<file path="src/hdl/saturn_cfg.svh">
//********************************************************************
// saturn fetch front end configuration
// return stack depth, reset pc and jump length codes
//********************************************************************
`ifndef SATURN_CFG_SVH
`define SATURN_CFG_SVH

// circular return stack, must match the pointer width
`define SATURN_RSTK_DEPTH 8

// first fetch address after reset
`define SATURN_RESET_PC 20'h00000

// jump length codes, offset nibbles minus one
// GOTO / GOSUB
`define SATURN_JLEN_REL3 3'd2
// GOLONG / GOSUBL
`define SATURN_JLEN_REL4 3'd3
// GOVLNG / GOSBVL
`define SATURN_JLEN_ABS5 3'd4

`endif

</file>
<file path="src/hdl/saturn_pkg.sv">
//********************************************************************
// saturn fetch front end shared types
// vector widths with a meaning and the opcode decoder state encoding
//********************************************************************
`default_nettype none

package saturn_pkg;

    // nibble address, used for the pc and every return stack entry
    typedef logic [19:0] addr_t;

    // one instruction nibble off the bus
    typedef logic [3:0] nibble_t;

    // index into the eight-entry return stack
    typedef logic [2:0] rstk_ptr_t;

    // offset nibble count minus one
    // 2 = rel3, 3 = rel4, 4 = abs5
    typedef logic [2:0] jump_len_t;

    // control-flow decoder states
    typedef enum logic [1:0] {
        DEC_IDLE    = 2'd0,
        // saw a leading 0, next nibble ends the instruction
        DEC_BLOCK_0 = 2'd1,
        // saw a leading 8, next nibble selects the long jump
        DEC_BLOCK_8 = 2'd2,
        // offset nibbles are being consumed by the pc block
        DEC_JUMP    = 2'd3
    } dec_state_t;

endpackage

`default_nettype wire

</file>
<file path="src/hdl/saturn_phase_gen.sv">
//********************************************************************
// saturn four-phase sequencer
// one-hot phases, advanced on enabled unstalled cycles only
//********************************************************************
`timescale 1ns/10ps
`default_nettype none

module saturn_phase_gen (
    input  wire        i_clk,
    input  wire        i_reset,
    input  wire        i_clk_en,
    input  wire        i_bus_busy,
    input  wire        i_exec_busy,
    input  wire        i_init_busy,
    output logic [3:0] o_phases,
    output logic       o_running
);

    logic [1:0] phase_ctr;

    // stall from the bus, the execution side or the stack clear
    assign o_running = i_clk_en && !i_bus_busy && !i_exec_busy && !i_init_busy;

    // counter to one-hot
    assign o_phases = 4'b0001 << phase_ctr;

    always_ff @(posedge i_clk) begin
        if (i_reset) begin
            phase_ctr <= 2'd0;
        end else if (o_running) begin
            // wraps 3 -> 0
            phase_ctr <= phase_ctr + 2'd1;
        end
    end

    // exactly one phase active at any time
    assert property (@(posedge i_clk) $onehot(o_phases));

endmodule

`default_nettype wire

</file>
<file path="src/hdl/saturn_ctrl_decode.sv">
//********************************************************************
// saturn control-flow opcode decoder
// picks out GOTO/GOSUB, the 8C-8F long jumps and the 0x returns
//********************************************************************
`timescale 1ns/10ps
`default_nettype none
`include "saturn_cfg.svh"

module saturn_ctrl_decode (
    input  wire                   i_clk,
    input  wire                   i_reset,
    input  wire  [3:0]            i_phases,
    input  wire                   i_running,
    input  wire  saturn_pkg::nibble_t i_nibble,
    input  wire                   i_jump_done,
    output logic                  o_jump_instr,
    output saturn_pkg::jump_len_t o_jump_len,
    output logic                  o_push_pc,
    output logic                  o_block_0x
);

    saturn_pkg::dec_state_t state;
    saturn_pkg::dec_state_t state_nxt;
    saturn_pkg::jump_len_t  jump_len_nxt;
    logic                   push_pc_nxt;
    logic                   sample;

    // nibbles are consumed in phase 2 of a running cycle
    assign sample = i_running && i_phases[2];

    always_comb begin
        state_nxt    = state;
        jump_len_nxt = o_jump_len;
        push_pc_nxt  = o_push_pc;

        case (state)
            saturn_pkg::DEC_IDLE: begin
                if (sample) begin
                    case (i_nibble)
                        // GOTO rel3
                        4'h6: begin
                            state_nxt    = saturn_pkg::DEC_JUMP;
                            jump_len_nxt = `SATURN_JLEN_REL3;
                            push_pc_nxt  = 1'b0;
                        end
                        // GOSUB rel3
                        4'h7: begin
                            state_nxt    = saturn_pkg::DEC_JUMP;
                            jump_len_nxt = `SATURN_JLEN_REL3;
                            push_pc_nxt  = 1'b1;
                        end
                        4'h0: state_nxt = saturn_pkg::DEC_BLOCK_0;
                        4'h8: state_nxt = saturn_pkg::DEC_BLOCK_8;
                        // single nibble no-ops
                        default: state_nxt = saturn_pkg::DEC_IDLE;
                    endcase
                end
            end

            saturn_pkg::DEC_BLOCK_0: begin
                // second nibble closes the 0x instruction
                // the pc block handles 00..03 as a pop
                if (sample) begin
                    state_nxt = saturn_pkg::DEC_IDLE;
                end
            end

            saturn_pkg::DEC_BLOCK_8: begin
                if (sample) begin
                    if (i_nibble[3:2] == 2'b11) begin
                        // 8C/8E rel4, 8D/8F abs5
                        // bit 1 marks the calls
                        state_nxt    = saturn_pkg::DEC_JUMP;
                        jump_len_nxt = i_nibble[0] ? `SATURN_JLEN_ABS5 : `SATURN_JLEN_REL4;
                        push_pc_nxt  = i_nibble[1];
                    end else begin
                        // other 8x, two nibble no-op
                        state_nxt = saturn_pkg::DEC_IDLE;
                    end
                end
            end

            saturn_pkg::DEC_JUMP: begin
                // offset nibbles belong to the pc block
                if (i_jump_done) begin
                    state_nxt = saturn_pkg::DEC_IDLE;
                end
            end

            default: state_nxt = saturn_pkg::DEC_IDLE;
        endcase
    end

    always_ff @(posedge i_clk) begin
        if (i_reset) begin
            state      <= saturn_pkg::DEC_IDLE;
            o_jump_len <= `SATURN_JLEN_REL3;
            o_push_pc  <= 1'b0;
        end else begin
            state      <= state_nxt;
            o_jump_len <= jump_len_nxt;
            o_push_pc  <= push_pc_nxt;
        end
    end

    // levels towards the pc block
    assign o_jump_instr = (state == saturn_pkg::DEC_JUMP);
    assign o_block_0x   = (state == saturn_pkg::DEC_BLOCK_0);

    // the pc block only understands three offset lengths
    assert property (@(posedge i_clk) disable iff (i_reset)
        o_jump_instr |-> (o_jump_len inside
            {`SATURN_JLEN_REL3, `SATURN_JLEN_REL4, `SATURN_JLEN_ABS5}));

endmodule

`default_nettype wire

</file>
<file path="src/hdl/saturn_regs_pc_rstk.sv">
//********************************************************************
// saturn program counter and return stack
// pc increment, jump offset assembly, circular eight-deep stack
// with push, pop and a debugger read port
//********************************************************************
`timescale 1ns/10ps
`default_nettype none
`include "saturn_cfg.svh"

module saturn_regs_pc_rstk (
    input  wire                      i_clk,
    input  wire                      i_clk_en,
    input  wire                      i_reset,
    input  wire  [3:0]               i_phases,
    input  wire                      i_bus_busy,
    input  wire                      i_exec_busy,
    input  wire  saturn_pkg::nibble_t   i_nibble,
    input  wire                      i_jump_instr,
    input  wire  saturn_pkg::jump_len_t i_jump_length,
    input  wire                      i_block_0x,
    input  wire                      i_push_pc,
    input  wire  saturn_pkg::rstk_ptr_t i_dbg_rstk_ptr,
    output saturn_pkg::addr_t        o_current_pc,
    output logic                     o_jump_done,
    output logic                     o_init_busy,
    output saturn_pkg::addr_t        o_dbg_rstk_val,
    output saturn_pkg::rstk_ptr_t    o_reg_rstk_ptr
);

    localparam saturn_pkg::rstk_ptr_t RSTK_TOP =
        saturn_pkg::rstk_ptr_t'(`SATURN_RSTK_DEPTH - 1);

    saturn_pkg::addr_t     reg_pc;
    saturn_pkg::rstk_ptr_t reg_rstk_ptr;
    saturn_pkg::addr_t     reg_rstk [`SATURN_RSTK_DEPTH];

    logic                  init_busy;
    saturn_pkg::rstk_ptr_t init_counter;

    logic                  jump_decode;
    saturn_pkg::jump_len_t jump_counter;
    saturn_pkg::addr_t     jump_base;
    logic [15:0]           jump_offset;
    saturn_pkg::addr_t     jump_next_offset;
    saturn_pkg::rstk_ptr_t push_ptr;

    saturn_pkg::addr_t     return_addr;
    saturn_pkg::rstk_ptr_t pop_ptr;

    logic                  run;
    logic                  do_jump;
    logic                  jump_rel3;
    logic                  jump_rel4;
    logic                  jump_relative;
    logic                  jump_last;
    logic                  is_rtn;

    // nothing moves while the bus or execution side holds us
    assign run = i_clk_en && !i_bus_busy && !i_exec_busy;

    // new jumps only once the stack is cleared
    assign do_jump = !init_busy && i_jump_instr;

    assign jump_rel3     = (i_jump_length == `SATURN_JLEN_REL3);
    assign jump_rel4     = (i_jump_length == `SATURN_JLEN_REL4);
    assign jump_relative = jump_rel3 || jump_rel4;

    // final offset nibble arrives in this phase 2
    assign jump_last = run && i_phases[2] && i_jump_instr && jump_decode
                       && (jump_counter == i_jump_length);

    // RTNSXM, RTN, RTNSC, RTNCC
    assign is_rtn = run && i_phases[2] && i_block_0x && (i_nibble[3:2] == 2'b00);

    // little-endian offset, sign taken from the last nibble
    always_comb begin
        case (jump_counter)
            3'd0: jump_next_offset = {16'h0000, i_nibble};
            3'd1: jump_next_offset = {12'h000, i_nibble, jump_offset[3:0]};
            3'd2: jump_next_offset = {{8{jump_rel3 & i_nibble[3]}}, i_nibble,
                                      jump_offset[7:0]};
            3'd3: jump_next_offset = {{4{jump_rel4 & i_nibble[3]}}, i_nibble,
                                      jump_offset[11:0]};
            3'd4: jump_next_offset = {i_nibble, jump_offset[15:0]};
            default: jump_next_offset = 20'h00000;
        endcase
    end

    always_ff @(posedge i_clk) begin
        // wipe one stack entry per clock after reset
        if (init_busy) begin
            reg_rstk[init_counter] <= 20'h00000;
            init_counter           <= init_counter + 3'd1;
            if (init_counter == RSTK_TOP) begin
                init_busy <= 1'b0;
            end
        end

        if (run) begin
            if (i_phases[1]) begin
                reg_pc <= reg_pc + 20'd1;
                // pre-read the top of stack for a possible return
                return_addr <= reg_rstk[reg_rstk_ptr];
                pop_ptr     <= reg_rstk_ptr - 3'd1;
            end

            // jump start, pc already points at the first offset nibble
            // calls use the address after the offset as base
            if (i_phases[3] && do_jump && !jump_decode) begin
                jump_counter <= 3'd0;
                jump_decode  <= 1'b1;
                push_ptr     <= reg_rstk_ptr + 3'd1;
                if (i_push_pc) begin
                    jump_base <= reg_pc + saturn_pkg::addr_t'(i_jump_length) + 20'd1;
                end else begin
                    jump_base <= reg_pc;
                end
            end

            // one offset nibble per phase 2
            if (i_phases[2] && i_jump_instr && jump_decode) begin
                jump_offset  <= jump_next_offset[15:0];
                jump_counter <= jump_counter + 3'd1;
                if (jump_last) begin
                    jump_decode <= 1'b0;
                    reg_pc      <= jump_relative ? jump_base + jump_next_offset
                                                 : jump_next_offset;
                    // pc was bumped in phase 1, so it is the return address
                    if (i_push_pc) begin
                        reg_rstk[push_ptr] <= reg_pc;
                        reg_rstk_ptr       <= push_ptr;
                    end
                end
            end

            // pop, the vacated entry reads back as zero
            if (is_rtn) begin
                reg_pc                 <= return_addr;
                reg_rstk[reg_rstk_ptr] <= 20'h00000;
                reg_rstk_ptr           <= pop_ptr;
            end
        end

        if (i_reset) begin
            init_busy    <= 1'b1;
            init_counter <= 3'd0;
            jump_decode  <= 1'b0;
            jump_counter <= 3'd0;
            reg_pc       <= `SATURN_RESET_PC;
            reg_rstk_ptr <= RSTK_TOP;
        end
    end

    assign o_current_pc   = reg_pc;
    assign o_jump_done    = jump_last;
    assign o_init_busy    = init_busy;
    assign o_dbg_rstk_val = reg_rstk[i_dbg_rstk_ptr];
    assign o_reg_rstk_ptr = reg_rstk_ptr;

    // sequencer parks in phase 0 for the whole clear, so no jump can finish
    assert property (@(posedge i_clk) disable iff (i_reset)
        init_busy |-> (i_phases[0] && !o_jump_done));

endmodule

`default_nettype wire

</file>
<file path="src/hdl/saturn_fetch_core.sv">
//********************************************************************
// saturn instruction fetch front end
// one nibble per four-phase cycle from the nibble bus, pc and stack
//********************************************************************
`timescale 1ns/10ps
`default_nettype none

module saturn_fetch_core (
    input  wire                         i_clk,
    input  wire                         i_reset,
    input  wire                         i_clk_en,
    input  wire                         i_bus_busy,
    input  wire                         i_exec_busy,
    input  wire  saturn_pkg::nibble_t   i_nibble,
    input  wire  saturn_pkg::rstk_ptr_t i_dbg_rstk_ptr,
    output saturn_pkg::addr_t           o_fetch_addr,
    output logic                        o_fetch_strobe,
    output saturn_pkg::rstk_ptr_t       o_rstk_ptr,
    output saturn_pkg::addr_t           o_dbg_rstk_val
);

    logic [3:0]            phases;
    logic                  running;
    logic                  init_busy;
    logic                  jump_instr;
    saturn_pkg::jump_len_t jump_len;
    logic                  push_pc;
    logic                  block_0x;
    logic                  jump_done;
    saturn_pkg::nibble_t   fetched_nibble;

    // nibble request in phase 0 of every running cycle
    assign o_fetch_strobe = phases[0] && running;

    // hold the requested nibble, the pc moves on in phase 1
    always_ff @(posedge i_clk) begin
        if (o_fetch_strobe) begin
            fetched_nibble <= i_nibble;
        end
    end

    saturn_phase_gen phase_gen0 (
        .i_clk       (i_clk),
        .i_reset     (i_reset),
        .i_clk_en    (i_clk_en),
        .i_bus_busy  (i_bus_busy),
        .i_exec_busy (i_exec_busy),
        .i_init_busy (init_busy),
        .o_phases    (phases),
        .o_running   (running)
    );

    saturn_ctrl_decode ctrl_decode0 (
        .i_clk        (i_clk),
        .i_reset      (i_reset),
        .i_phases     (phases),
        .i_running    (running),
        .i_nibble     (fetched_nibble),
        .i_jump_done  (jump_done),
        .o_jump_instr (jump_instr),
        .o_jump_len   (jump_len),
        .o_push_pc    (push_pc),
        .o_block_0x   (block_0x)
    );

    saturn_regs_pc_rstk regs_pc_rstk0 (
        .i_clk          (i_clk),
        .i_clk_en       (i_clk_en),
        .i_reset        (i_reset),
        .i_phases       (phases),
        .i_bus_busy     (i_bus_busy),
        .i_exec_busy    (i_exec_busy),
        .i_nibble       (fetched_nibble),
        .i_jump_instr   (jump_instr),
        .i_jump_length  (jump_len),
        .i_block_0x     (block_0x),
        .i_push_pc      (push_pc),
        .i_dbg_rstk_ptr (i_dbg_rstk_ptr),
        .o_current_pc   (o_fetch_addr),
        .o_jump_done    (jump_done),
        .o_init_busy    (init_busy),
        .o_dbg_rstk_val (o_dbg_rstk_val),
        .o_reg_rstk_ptr (o_rstk_ptr)
    );

endmodule

`default_nettype wire

</file>
<file path="config.mk">
export PLATFORM = sky130hd
export DESIGN_NAME = saturn_fetch_core
export DESIGN_NICKNAME = d
export VERILOG_FILES = /design/src/hdl/saturn_pkg.sv /design/src/hdl/saturn_phase_gen.sv /design/src/hdl/saturn_ctrl_decode.sv /design/src/hdl/saturn_regs_pc_rstk.sv /design/src/hdl/saturn_fetch_core.sv
export VERILOG_INCLUDE_DIRS = /design/src /design/src/hdl
export SDC_FILE = /design/constraint.sdc
export NUM_CORES = 1
export LEC_CHECK = 0
export BUFFER_PORTS_ARGS = -buffer_cell sky130_fd_sc_hd__buf_2
export CORE_MARGIN = 3
export CORE_UTILIZATION = 55
export DETAILED_ROUTE_END_ITERATION = 7
export GPL_TIMING_DRIVEN = 0
export PLACE_DENSITY = 0.81
export RECOVER_POWER = 25
export REMOVE_ABC_BUFFERS = 1
export SLEW_MARGIN = 40
export SYNTH_ARGS = -nofsm -noshare
export SYNTH_HDL_FRONTEND = slang
export SYNTH_SLANG_ARGS = --single-unit
</file>
<file path="constraint.sdc">
create_clock -name i_clk -period 4.5 [get_ports i_clk]
set_input_delay 0.675 -clock i_clk [delete_from_list [all_inputs] [get_ports i_clk]]
set_output_delay 0.675 -clock i_clk [all_outputs]
set_load 0.02 [all_outputs]
</file>
==> flow_metrics.tcl <==
set metrics [dict create \
    p_r_area_growth_vs_syn_pct 10.9 \
    multi_input_comb_area_um2 6590 \
    final_weighted_congestion_in_routability_driven_placement 0.860 \
    yosysSeqAreaShare_pct 52.1 \
    placement_rows 58 \
    final-seq-area_um2 7570 \
    antennaDiodeCount 0 \
    synth_cell_types 66 \
    skew_ps 10.6 \
    crit_arrival_ps 4460 \
    ctsHtreeMaxLevel 1 \
    start_util_pct 56.9 \
    clockRootBuffer "clkbuf_16" \
    grt_antenna_before_repair 0 \
    fin_area_um2 16100 \
    number_of_hold_buffers_added_after_cts 0 \
    via_count_of_the_first_global_routing_pass 10300 \
    unrepaired_setup_endpoints_after_global_routing "false" \
    final-hold-violation-count 0 \
    ir_drop_v 0.000338 \
    timing.critical_path.fanout_max 26 \
    post_layout_nonfiller_instances 1587 \
    syn-instance-count 1225 \
    clock_latency_ps 560 \
    clkTransAtPathRegs_ps 60 \
    timing.final.crit_share_pct 93.4 \
    synth.ff_latch_count 265 \
    regToRegSetupSlack_ps 470 \
    failed_checks "max-capacitance violations, max-slew violations" \
    whs_ps 299 \
    fillers 1874 \
    required_ps 4760 \
    clock.fmax_mhz 238 \
    die-height_um 169 \
    postSynth.asyncResetShare_pct 0 \
    cp_capture_type "register" \
    gr-total-overflow 0 \
    global_route.usage.total_pct 26.7 \
    clock_path_buffers 3 \
    top_level_ports 56 \
    iteration_0_drc_count_of_the_detailed_router 1320 \
    clock_sinks 265 \
    power_density_nw_per_um2 336 \
    numPlacedInstances 1538 \
    instance_area_after_placement_um2 15300 \
    drc 0 \
    netlist_area_um2 14500 \
    detailedRoute.firstPassIterationCount 5 \
    cts_buffers 27 \
    slew_violations 51 \
    final_nets 1287 \
    tritoncts_clock_tree "yes" \
    count_of_buffers_inserted_at_the_top_level_ports 55 \
    top_library_cells_by_usage_in_the_layout_fill_and_taps_aside "edfxtp_1 (226), nor2_1 (219), nand2_1 (83)" \
    route.detailed.vias_per_inst 6.55 \
    finalCriticalPeriod_ps 4200 \
    routed_antenna_nets 0 \
    post_cts_buffers 0 \
    post_route_cells_drive_above_1_share_pct 19.2 \
    post-route-worst-setup-slack_ps 296 \
    timing.critical_path.from_type "input port" \
    cts_resized 0 \
    synth.avg_cell_area_um2 11.9 \
    place_hpwl_mm 25.4 \
    max-slew-margin-rel_pct -24.7 \
    core_area_um2 25500 \
    outcome "finished, violations left" \
    standby_leakage_power_nw 5.71 \
    fin_tns_setup_ps 0 \
    grt_first_pass_wirelength_mm 58.8 \
    dr_total_vias 10400 \
    finish.utilization_pct 63.1 \
    post_detailed_routing_wire_length_mm 38.1 \
    largest_net_degree_at_the_start_of_global_routing 41 \
    timing.max_cap.violations 2 \
    setup_violations 0 \
    timing_worst_slew_pin_value_ps 1870 \
    synth.yosys.warnings 0 \
    worst_hold_path_type "input port to register" \
    die_w_um 169 \
    die_footprint_um2 28400 \
    design_power_total_mw 5.41 \
    dp_slack_ps -24.0 \
    dominantRegCellSynth "edfxtp_1" \
    synth-edff-count 226 \
    layout.cells.most_common "edfxtp_1" \
    routedWlPerCell_um 24.0 \
    worst-setup-path-type "input port to register" \
]
-- layout make-up --
class                      instances  area share, %
sequential                       265           47.0
multi-input combinational        841           40.9
clock buffer                      33           4.33
timing repair buffer              77           3.49
tap                              330           2.56
clock inverter                    16           1.15
inverter                          25          0.582
-- worst max-delay path, stage by stage --
cell and delay, ps:
buf_2 100, or3b_1 760, or3_1 660, nor2_4 300, buf_16 200, nand2_1 180
o22ai_2 350, nand2_2 520, o21ai_4 430, buf_8 240
-- flip-flops by register name (all words and copies together) (netlist names) --
name and cells:
regs_pc_rstk0.pop_ptr 3, regs_pc_rstk0.jump_offset 16, regs_pc_rstk0.o_current_pc 20, phase_gen0.phase_ctr 2
regs_pc_rstk0.return_addr 20, regs_pc_rstk0.o_init_busy 1, regs_pc_rstk0.o_reg_rstk_ptr 3, regs_pc_rstk0.jump_decode 1
regs_pc_rstk0.jump_counter 3, regs_pc_rstk0.jump_base 20, regs_pc_rstk0.reg_rstk 160, ctrl_decode0.o_jump_len 3
regs_pc_rstk0.init_counter 3, ctrl_decode0.state 2, ctrl_decode0.o_push_pc 1, fetched_nibble 4
regs_pc_rstk0.push_ptr 3
-- cell usage after synthesis (15+ instances only) --
cell type	number	area share [%]
dfxtp_1	39	5.4
edfxtp_1	226	47
a211oi_1	15	0.78
a21oi_1	54	1.9
o21ai_0	38	1.3
nor2_1	220	5.7
buf_2	20	0.69
mux4_2	80	12
nand2_1	92	2.4
inv_1	25	0.65
ha_1	36	3.1
nand3_1	20	0.69
clkbuf_1	56	1.4
mux2_2	41	3.2
xnor2_1	33	2.0
xor2_1	19	1.1
-- metal layers --
metal / part of all wire, % / global-route usage (%) / routed length (um) / vias to the layer above
li1: - / - / - / 4583
met1: 38 / 35.5 / 14600 / 5110
met2: 48 / 45.4 / 18400 / 596
met3: 9.8 / 4.88 / 3740 / 106
met4: 3.6 / 8.15 / 1380 / 0
met5: 0 / 0 / 0 / -
-- worst paths after layout --
path | cells past startpoint | start | end
max | 10 | i_exec_busy | regs_pc_rstk0.reg_rstk[6][13]
min | 1 | i_nibble[2] | fetched_nibble[2]
max reg2reg | 13 | regs_pc_rstk0.jump_counter[0] | regs_pc_rstk0.o_current_pc[15]
min reg2reg | 2 | regs_pc_rstk0.jump_decode | regs_pc_rstk0.jump_decode
-- cells by family (layout without fill, tap and decap cells) --
family | count (synthesis) | after routing | share of synthesized area (%)
multiplexers | 132 | 132 | 16.3
adder cells (fa/ha/maj) | 38 | 38 | 3.38
flip-flops | 265 | 265 | 52.1
AND/OR/NAND/NOR | 421 | 421 | 12.7
XOR/XNOR | 52 | 52 | 3.13
buffers and inverters | 119 | 151 | 3.45
AO/OA/AOI/OAI | 198 | 198 | 8.90
-- power breakdown --
part / internal (mW) / total [mW] / switching, mW / leakage (nW)
logic: 0.150 / 0.355 / 0.205 / 2.73
clock network: 1.33 / 2.29 / 0.954 / 0.430
registers: 2.72 / 2.77 / 0.0497 / 2.55
total: 4.20 / 5.41 / 1.21 / 5.71
Note: power is estimated with default switching activity, not from simulation.
